**src/logic/cluster_pkg.sv**
```systemverilog
package cluster_pkg;

    // peer alus sharing the write port.
    localparam int num_alu = 3;
    // issue queue entries.
    localparam int iq_depth = 4;

    // physical register tag, 64 registers.
    typedef logic [5:0] ptag_t;
    // rob number as carried by the core.
    typedef logic [15:0] rob_num_t;
    // alu index.
    typedef logic [1:0] alu_sel_t;
    // queue pointer, wraps at iq_depth.
    typedef logic [1:0] iq_ptr_t;

    // per-alu control.
    typedef enum logic [1:0] {
        alu_idle,
        alu_exec,
        alu_req,
        alu_wait_release
    } alu_state_t;

    // completion arbiter control.
    typedef enum logic [1:0] {
        arb_idle,
        arb_ack,
        arb_release
    } arb_state_t;

endpackage

```
**src/logic/isa_pkg.sv**
```systemverilog
package isa_pkg;

    // data path width of the integer subset.
    localparam int xlen = 32;

    // operand and result word.
    typedef logic [xlen-1:0] word_t;

    // alu operation codes.
    // shifts take the low bits of operand 2 only.
    // slt compares signed and returns 1 or 0.
    typedef enum logic [3:0] {
        op_add = 4'd0,
        op_sub = 4'd1,
        op_and = 4'd2,
        op_or  = 4'd3,
        op_xor = 4'd4,
        op_sll = 4'd5,
        op_srl = 4'd6,
        op_slt = 4'd7
    } optype_t;

endpackage
```
**src/logic/exec_cluster.sv**
```systemverilog
`timescale 1ns/1ns

module exec_cluster
    import isa_pkg::*;
    import cluster_pkg::*;
(
    input  logic     clk,
    input  logic     rstn,
    input  logic     dispatch_req,
    input  optype_t  dispatch_op,
    input  word_t    dispatch_src1,
    input  word_t    dispatch_src2,
    input  ptag_t    dispatch_tag,
    input  rob_num_t dispatch_rob,
    input  ptag_t    rd_tag,
    output logic     dispatch_ack,
    output logic     cpl_valid,
    output ptag_t    cpl_tag,
    output rob_num_t cpl_rob,
    output word_t    cpl_data,
    output word_t    rd_data
);

    // queue to alus.
    logic [num_alu-1:0] fu_ready;
    logic [num_alu-1:0] issue_valid;
    optype_t            issue_op;
    word_t              issue_src1;
    word_t              issue_src2;
    ptag_t              issue_tag;
    rob_num_t           issue_rob;

    // alus to arbiter.
    logic [num_alu-1:0] wb_req;
    logic [num_alu-1:0] wb_ack;
    word_t              wb_data [num_alu];
    ptag_t              wb_tag [num_alu];
    rob_num_t           wb_rob [num_alu];

    // arbiter to register file.
    logic  wr_en;
    ptag_t wr_tag;
    word_t wr_data;

    issue_queue u_iq (
        .clk(clk),
        .rstn(rstn),
        .dispatch_req(dispatch_req),
        .dispatch_op(dispatch_op),
        .dispatch_src1(dispatch_src1),
        .dispatch_src2(dispatch_src2),
        .dispatch_tag(dispatch_tag),
        .dispatch_rob(dispatch_rob),
        .fu_ready(fu_ready),
        .dispatch_ack(dispatch_ack),
        .issue_valid(issue_valid),
        .issue_op(issue_op),
        .issue_src1(issue_src1),
        .issue_src2(issue_src2),
        .issue_tag(issue_tag),
        .issue_rob(issue_rob)
    );

    // peer alus on the shared issue bus.
    for (genvar i = 0; i < num_alu; i++) begin : g_alu
        alu_unit u_alu (
            .clk(clk),
            .rstn(rstn),
            .issue_valid(issue_valid[i]),
            .issue_op(issue_op),
            .issue_src1(issue_src1),
            .issue_src2(issue_src2),
            .issue_tag(issue_tag),
            .issue_rob(issue_rob),
            .wb_ack(wb_ack[i]),
            .fu_ready(fu_ready[i]),
            .wb_req(wb_req[i]),
            .wb_data(wb_data[i]),
            .wb_tag(wb_tag[i]),
            .wb_rob(wb_rob[i])
        );
    end

    complete_arbiter u_arb (
        .clk(clk),
        .rstn(rstn),
        .wb_req(wb_req),
        .wb_data(wb_data),
        .wb_tag(wb_tag),
        .wb_rob(wb_rob),
        .wb_ack(wb_ack),
        .wr_en(wr_en),
        .wr_tag(wr_tag),
        .wr_data(wr_data),
        .cpl_valid(cpl_valid),
        .cpl_tag(cpl_tag),
        .cpl_rob(cpl_rob),
        .cpl_data(cpl_data)
    );

    phys_regfile u_prf (
        .clk(clk),
        .rstn(rstn),
        .wr_en(wr_en),
        .wr_tag(wr_tag),
        .wr_data(wr_data),
        .rd_tag(rd_tag),
        .rd_data(rd_data)
    );

endmodule

```
**src/logic/phys_regfile.sv**
```systemverilog
`timescale 1ns/1ns

module phys_regfile
    import isa_pkg::*;
    import cluster_pkg::*;
(
    input  logic  clk,
    input  logic  rstn,
    input  logic  wr_en,
    input  ptag_t wr_tag,
    input  word_t wr_data,
    input  ptag_t rd_tag,
    output word_t rd_data
);

    // one register per physical tag.
    word_t regs [2**$bits(ptag_t)];

    always_ff @(posedge clk or negedge rstn) begin
        if (!rstn) begin
            for (int i = 0; i < 2**$bits(ptag_t); i++) begin
                regs[i] <= '0;
            end
        end else if (wr_en) begin
            regs[wr_tag] <= wr_data;
        end
    end

    // read port, no bypass.
    assign rd_data = regs[rd_tag];

endmodule

```
**src/logic/complete_arbiter.sv**
```systemverilog
`timescale 1ns/1ns

module complete_arbiter
    import isa_pkg::*;
    import cluster_pkg::*;
(
    input  logic               clk,
    input  logic               rstn,
    input  logic [num_alu-1:0] wb_req,
    input  word_t              wb_data [num_alu],
    input  ptag_t              wb_tag [num_alu],
    input  rob_num_t           wb_rob [num_alu],
    output logic [num_alu-1:0] wb_ack,
    output logic               wr_en,
    output ptag_t              wr_tag,
    output word_t              wr_data,
    output logic               cpl_valid,
    output ptag_t              cpl_tag,
    output rob_num_t           cpl_rob,
    output word_t              cpl_data
);

    arb_state_t state;

    // last granted alu, also the one being released.
    alu_sel_t last_q;

    logic     pick_found;
    alu_sel_t pick_sel;

    // granted result.
    logic     fire_q;
    ptag_t    tag_q;
    word_t    data_q;
    rob_num_t rob_q;

    // round robin search from the alu after the last grant.
    always_comb begin
        int idx;
        pick_found = 1'b0;
        pick_sel = '0;
        for (int k = 1; k <= num_alu; k++) begin
            idx = (int'(last_q) + k) % num_alu;
            if (!pick_found && wb_req[idx]) begin
                pick_found = 1'b1;
                pick_sel = alu_sel_t'(idx);
            end
        end
    end

    // write port and completion share one pulse.
    assign wr_en = fire_q;
    assign wr_tag = tag_q;
    assign wr_data = data_q;
    assign cpl_valid = fire_q;
    assign cpl_tag = tag_q;
    assign cpl_rob = rob_q;
    assign cpl_data = data_q;

    always_ff @(posedge clk or negedge rstn) begin
        if (!rstn) begin
            state <= arb_idle;
            last_q <= alu_sel_t'(num_alu - 1);
            wb_ack <= '0;
            fire_q <= 1'b0;
        end else begin
            case (state)
                arb_idle: begin
                    if (pick_found) begin
                        wb_ack[pick_sel] <= 1'b1;
                        fire_q <= 1'b1;
                        last_q <= pick_sel;
                        state <= arb_ack;
                    end
                end
                arb_ack: begin
                    // write lasts one cycle.
                    fire_q <= 1'b0;
                    state <= arb_release;
                end
                arb_release: begin
                    // drop ack once the owner has let go.
                    if (!wb_req[last_q]) begin
                        wb_ack <= '0;
                        state <= arb_idle;
                    end
                end
                default: state <= arb_idle;
            endcase
        end
    end

    always_ff @(posedge clk) begin
        if (state == arb_idle && pick_found) begin
            tag_q <= wb_tag[pick_sel];
            data_q <= wb_data[pick_sel];
            rob_q <= wb_rob[pick_sel];
        end
    end

    // a single open write-back at any time.
    assert property (@(posedge clk) disable iff (!rstn) $onehot0(wb_ack));

endmodule

```
**src/logic/alu_unit.sv**
```systemverilog
`timescale 1ns/1ns

module alu_unit
    import isa_pkg::*;
    import cluster_pkg::*;
(
    input  logic     clk,
    input  logic     rstn,
    input  logic     issue_valid,
    input  optype_t  issue_op,
    input  word_t    issue_src1,
    input  word_t    issue_src2,
    input  ptag_t    issue_tag,
    input  rob_num_t issue_rob,
    input  logic     wb_ack,
    output logic     fu_ready,
    output logic     wb_req,
    output word_t    wb_data,
    output ptag_t    wb_tag,
    output rob_num_t wb_rob
);

    alu_state_t state;

    // captured operation.
    optype_t  op_r;
    word_t    src1_r;
    word_t    src2_r;
    word_t    result;
    ptag_t    issue_tag_r;
    rob_num_t issue_rob_r;

    assign fu_ready = (state == alu_idle);

    // tag and rob stay put until the next issue.
    assign wb_tag = issue_tag_r;
    assign wb_rob = issue_rob_r;

    // integer datapath.
    always_comb begin
        case (op_r)
            op_add: result = src1_r + src2_r;
            op_sub: result = src1_r - src2_r;
            op_and: result = src1_r & src2_r;
            op_or: result = src1_r | src2_r;
            op_xor: result = src1_r ^ src2_r;
            op_sll: result = src1_r << src2_r[$clog2(xlen)-1:0];
            op_srl: result = src1_r >> src2_r[$clog2(xlen)-1:0];
            // signed compare.
            op_slt: result = word_t'($signed(src1_r) < $signed(src2_r));
            default: result = '0;
        endcase
    end

    always_ff @(posedge clk or negedge rstn) begin
        if (!rstn) begin
            state <= alu_idle;
            wb_req <= 1'b0;
        end else begin
            case (state)
                alu_idle: begin
                    if (issue_valid) begin
                        state <= alu_exec;
                    end
                end
                alu_exec: begin
                    state <= alu_req;
                end
                alu_req: begin
                    // raise req, then hold it until granted.
                    if (!wb_req) begin
                        wb_req <= 1'b1;
                    end else if (wb_ack) begin
                        wb_req <= 1'b0;
                        state <= alu_wait_release;
                    end
                end
                alu_wait_release: begin
                    if (!wb_ack) begin
                        state <= alu_idle;
                    end
                end
                default: state <= alu_idle;
            endcase
        end
    end

    always_ff @(posedge clk) begin
        if (state == alu_idle && issue_valid) begin
            op_r <= issue_op;
            src1_r <= issue_src1;
            src2_r <= issue_src2;
            issue_tag_r <= issue_tag;
            issue_rob_r <= issue_rob;
        end
        // result registered one edge after issue.
        if (state == alu_exec) begin
            wb_data <= result;
        end
    end

    // the arbiter must have acked before req may drop.
    assert property (@(posedge clk) disable iff (!rstn) $fell(wb_req) |-> $past(wb_ack));

endmodule

```
**src/logic/issue_queue.sv**
```systemverilog
`timescale 1ns/1ns

module issue_queue
    import isa_pkg::*;
    import cluster_pkg::*;
(
    input  logic               clk,
    input  logic               rstn,
    input  logic               dispatch_req,
    input  optype_t            dispatch_op,
    input  word_t              dispatch_src1,
    input  word_t              dispatch_src2,
    input  ptag_t              dispatch_tag,
    input  rob_num_t           dispatch_rob,
    input  logic [num_alu-1:0] fu_ready,
    output logic               dispatch_ack,
    output logic [num_alu-1:0] issue_valid,
    output optype_t            issue_op,
    output word_t              issue_src1,
    output word_t              issue_src2,
    output ptag_t              issue_tag,
    output rob_num_t           issue_rob
);

    // entry payload.
    optype_t  op_q   [iq_depth];
    word_t    src1_q [iq_depth];
    word_t    src2_q [iq_depth];
    ptag_t    tag_q  [iq_depth];
    rob_num_t rob_q  [iq_depth];

    iq_ptr_t head;
    iq_ptr_t tail;
    logic [$clog2(iq_depth):0] count;

    logic     full;
    logic     push;
    logic     pop;
    logic     pick_found;
    alu_sel_t pick_sel;

    assign full = (count == iq_depth);

    // new entry only on a fresh request with ack low.
    assign push = dispatch_req && !dispatch_ack && !full;

    // lowest numbered idle alu wins.
    always_comb begin
        pick_found = 1'b0;
        pick_sel = '0;
        for (int i = 0; i < num_alu; i++) begin
            if (!pick_found && fu_ready[i]) begin
                pick_found = 1'b1;
                pick_sel = alu_sel_t'(i);
            end
        end
    end

    // head leaves when an alu takes it.
    assign pop = pick_found && (count != '0);

    always_comb begin
        issue_valid = '0;
        issue_valid[pick_sel] = pop;
    end

    // oldest entry on the shared issue bus.
    assign issue_op   = op_q[head];
    assign issue_src1 = src1_q[head];
    assign issue_src2 = src2_q[head];
    assign issue_tag  = tag_q[head];
    assign issue_rob  = rob_q[head];

    always_ff @(posedge clk or negedge rstn) begin
        if (!rstn) begin
            head <= '0;
            tail <= '0;
            count <= '0;
            dispatch_ack <= 1'b0;
        end else begin
            if (push) begin
                tail <= tail + 1'b1;
            end
            if (pop) begin
                head <= head + 1'b1;
            end
            case ({push, pop})
                2'b10: count <= count + 1'b1;
                2'b01: count <= count - 1'b1;
                default: count <= count;
            endcase
            // ack held until the source lets go of req.
            if (push) begin
                dispatch_ack <= 1'b1;
            end else if (dispatch_ack && !dispatch_req) begin
                dispatch_ack <= 1'b0;
            end
        end
    end

    always_ff @(posedge clk) begin
        if (push) begin
            op_q[tail] <= dispatch_op;
            src1_q[tail] <= dispatch_src1;
            src2_q[tail] <= dispatch_src2;
            tag_q[tail] <= dispatch_tag;
            rob_q[tail] <= dispatch_rob;
        end
    end

    // nothing issues from an empty queue.
    assert property (@(posedge clk) disable iff (!rstn) (count == '0) |-> (issue_valid == '0));

    // one alu per cycle at most.
    assert property (@(posedge clk) disable iff (!rstn) $onehot0(issue_valid));

    // no acceptance into a full queue.
    assert property (@(posedge clk) disable iff (!rstn)
        $rose(dispatch_ack) |-> ($past(count) < iq_depth));

endmodule

```
**config.mk**
```make
export PLATFORM = sky130hd
export DESIGN_NAME = exec_cluster
export DESIGN_NICKNAME = d
export VERILOG_FILES = /design/src/logic/cluster_pkg.sv /design/src/logic/isa_pkg.sv /design/src/logic/exec_cluster.sv /design/src/logic/phys_regfile.sv /design/src/logic/complete_arbiter.sv /design/src/logic/alu_unit.sv /design/src/logic/issue_queue.sv
export SDC_FILE = /design/constraint.sdc
export NUM_CORES = 2
export LEC_CHECK = 0
export BUFFER_PORTS_ARGS = -buffer_cell sky130_fd_sc_hd__buf_2
export CORE_ASPECT_RATIO = 1.25
export CORE_MARGIN = 2
export CORE_UTILIZATION = 45
export DETAILED_ROUTE_END_ITERATION = 6
export HOLD_SLACK_MARGIN = 0.15
export PLACE_DENSITY = 0.7
export SLEW_MARGIN = 20
export SYNTH_ARGS = -nofsm -noshare
export SYNTH_HDL_FRONTEND = slang
export SYNTH_HIERARCHICAL = 1
export SYNTH_SLANG_ARGS = --single-unit
```
**constraint.sdc**
```tcl
create_clock -name clk -period 5.36 [get_ports clk]
set_input_delay 1.072 -clock clk [delete_from_list [all_inputs] [get_ports clk]]
set_output_delay 1.072 -clock clk [all_outputs]
set_load 0.02 [all_outputs]
```
==> results_dict.tcl <==
set metrics [dict create \
    outcome "finished, violations left" \
    violations "DRC" \
    die_y_um 639 \
    crit_required_ps 4290 \
    end_kind "primary output" \
    yosysSeqAreaShare_pct 51.8 \
    synthCells 10900 \
    cts_root_buffer "clkbuf_16" \
    htree_levels 5 \
    final_area_um2 161000 \
    holdPathEnd "u_iq/src1_q[0][2]" \
    layout-drive-gt1-share_pct 35.6 \
    place_congestion 1.06 \
    cts_tree "yes" \
    synth_nets 11300 \
    synth.most_common_cell "mux2_2" \
    initial_core_util_pct 45.1 \
    crit_path_start "rd_tag[2]" \
    reg2reg_slack_ps 490 \
    dpl_cell_area_um2 151000 \
    ys_warn_count 6 \
    grt_pass1_vias 100000 \
    timing.final.crit_share_pct 99.2 \
    io_buffers 186 \
    nFillCells 27000 \
    hold_start "dispatch_src1[2]" \
    die_w_um 512 \
    io_pins 187 \
    preCtsSetupSlack_ps 172 \
    synth_top_area_share_pct 35.7 \
    r2r_start "g_alu[0].u_alu/src2_r[1]" \
    yosys.area.top_type "dfrtp_1" \
    grt_max_degree 164 \
    fin_total_pwr_uw 85800 \
    setup_viol 0 \
    synth_flop_cell "dfrtp_1" \
    rsz0062_at_grt "no" \
    dr.pass1.iters 7 \
    maxSlewViolCount 0 \
    syn_area_um2 145000 \
    postCtsSetupRepairBufs 0 \
    crit_type "primary input to primary output" \
    p_leak_uw 0.0682 \
    row_count 233 \
    design.die.area_um2 327000 \
    worstPathArrival_ps 4250 \
    setup_ws_ps 41.3 \
    remaining_drc_errors 5 \
    r2r_cells 12 \
    grt_pass1_wl_um 694000 \
    synth_area_per_cell_um2 13.3 \
    grt-ovfl-total 0 \
    cts_inserted_buffers 303 \
    tns_ps 0 \
    grtUsageTotal_pct 28.6 \
    synthTopCellsByCount "mux2_2 (2075), dfrtp_1 (2072), edfxtp_1 (780)" \
    relSlewSlack_pct 17.6 \
    irDropWorstVdd_mv 0.415 \
    clkTransAtPathRegs_ps 60 \
    clk_path_buf_depth 4 \
    yosysUniqueCellTypes 107 \
    nets 11200 \
    startpoint_type "primary input" \
    clock_skew_ps 82.7 \
    r2r_end "g_alu[0].u_alu/wb_data[29]" \
    cp_max_fo 40 \
    power-per-cell-area_nw_per_um2 534 \
    wl_per_cell_um 31.2 \
    first_iter_violations 10700 \
    hold_depth 1 \
    clock_sinks 2853 \
    antenna_found_initial 57 \
    wl_um 477000 \
    hpwl_um 324000 \
    maxCapViolCount 0 \
    multi_input_area_um2 64600 \
    synth.area.top_cells "dfrtp_1 (36%), edfxtp_1 (16%), mux2_2 (16%), mux4_2 (9.9%), ha_1 (2.7%)" \
    synth_edf_count 780 \
    ys_ff_latch 2853 \
    register_area_um2 75300 \
    coreArea_um2 322000 \
    min_path_type "primary input to register" \
    ant_nets 0 \
    tightestPinTransition_ps 1220 \
    clkLatencyLatePin_ps 900 \
    finalHoldViolations 0 \
    async_flop_share_pct 72.7 \
    syn_to_final_growth_pct 10.6 \
    viasPerCell 6.40 \
    vias 97700 \
    fmax_mhz 188 \
    final.min_clock_period_ps 5320 \
]
per-stage QoR:
stage	std cells	hold WS [ps]	utilization (%)
2_1_floorplan	10900	453	-
3_3_place_gp	14700	471	46.8
3_5_place_dp	14700	487	46.8
4_1_cts	15200	173	49.9
5_1_grt	15200	401	49.9
6_report	15300	418	49.9
worst max-delay path, cell delays in order:
cell	delay [ps]
buf_8	370
buf_12	320
buf_4	320
mux2i_1	120
a221oi_1	280
o21ai_0	180
a32o_1	320
nor4_1	720
buf_4	240
buf_2	200
metal layers:
metal  routed length [um]  GRT usage (%)  vias to the layer above
li1                     -              -                    40600
met2               227000           46.7                     4536
met3                36000           5.30                     1333
met1               180000           35.3                    51200
met4                33500           17.3                       44
met5                  264              0                        -
placed cells by master, fill, tap and decap left out, drive strengths merged, types with 315 or more instances in the layout:
cell type / n
mux2: 2078
mux4: 637
dfrtp: 2072
o21ai: 520
nor2: 608
inv: 315
a21oi: 343
nand2: 360
buf: 557
clkbuf: 429
edfxtp: 780
how the worst max path moves through the flow:
| stage | to | slack, ps | cells after the start |
|---|---|---|---|
| floorplan | rd_data[22] | 1380 | 8 |
| global route | rd_data[22] | 40 | 10 |
| finish | rd_data[22] | 40 | 10 |
| CTS | rd_data[22] | 160 | 10 |
| detailed placement | rd_data[22] | 170 | 10 |
| global placement | rd_data[22] | 210 | 10 |
cells by family (layout without fill, tap and decap cells):
kind of cell               count (synthesis)  in the layout  synth area share [%]
xor gates and xnor gates                  66             66                 0.398
DFF                                     2853           2853                  51.8
muxes                                   2978           2978                  27.8
adders and majority gates                319            319                  2.78
and+or+nand+nor                         1642           1642                  5.32
AOI/OAI and AO/OA                       1752           1752                  7.82
buffers and inverters                   1279           1403                  4.03
other                                      0             22                     0
layout make-up:
type / instances / share of cell area (%)
flip-flops and latches: 2853 / 46.9
multi-input cells: 6757 / 40.2
clock buffers: 429 / 5.43
well taps: 4230 / 3.29
repair buffers: 558 / 2.69
clock inverters: 114 / 0.766
inverters: 302 / 0.705
diodes: 22 / 0.0343
where the power goes:
part / switching [uW] / leakage, uW / internal, uW / total [uW]
Sequential: 4410 / 0.0346 / 30700 / 35100
Combinational: 17400 / 0.0288 / 12200 / 29600
Clock: 8850 / 0.00488 / 12300 / 21200
Total: 30700 / 0.0682 / 55200 / 85800
registers in the layout, indices dropped and copies added (netlist names), 3 cells and up:
register / flops
g_alu.u_alu/op_r: 12
g_alu.u_alu/src2_r: 96
u_arb/cpl_data: 32
u_iq/rob_q: 64
u_arb/cpl_tag: 6
g_alu.u_alu/wb_req: 3
u_iq/tag_q: 24
u_arb/cpl_rob: 16
u_iq/op_q: 16
g_alu.u_alu/state: 6
g_alu.u_alu/wb_tag: 18
u_iq/src1_q: 128
g_alu.u_alu/wb_rob: 48
u_iq/count: 3
g_alu.u_alu/src1_r: 96
u_arb/wb_ack: 3
u_prf/regs: 2048
u_iq/src2_q: 128
g_alu.u_alu/wb_data: 96
repair_timing:
item	4_1_cts	5_1_grt
hold endpoints to repair	0	10
gates resized for setup	0	0
hold buffers	0	1
Power figures use the tool's default switching activity.
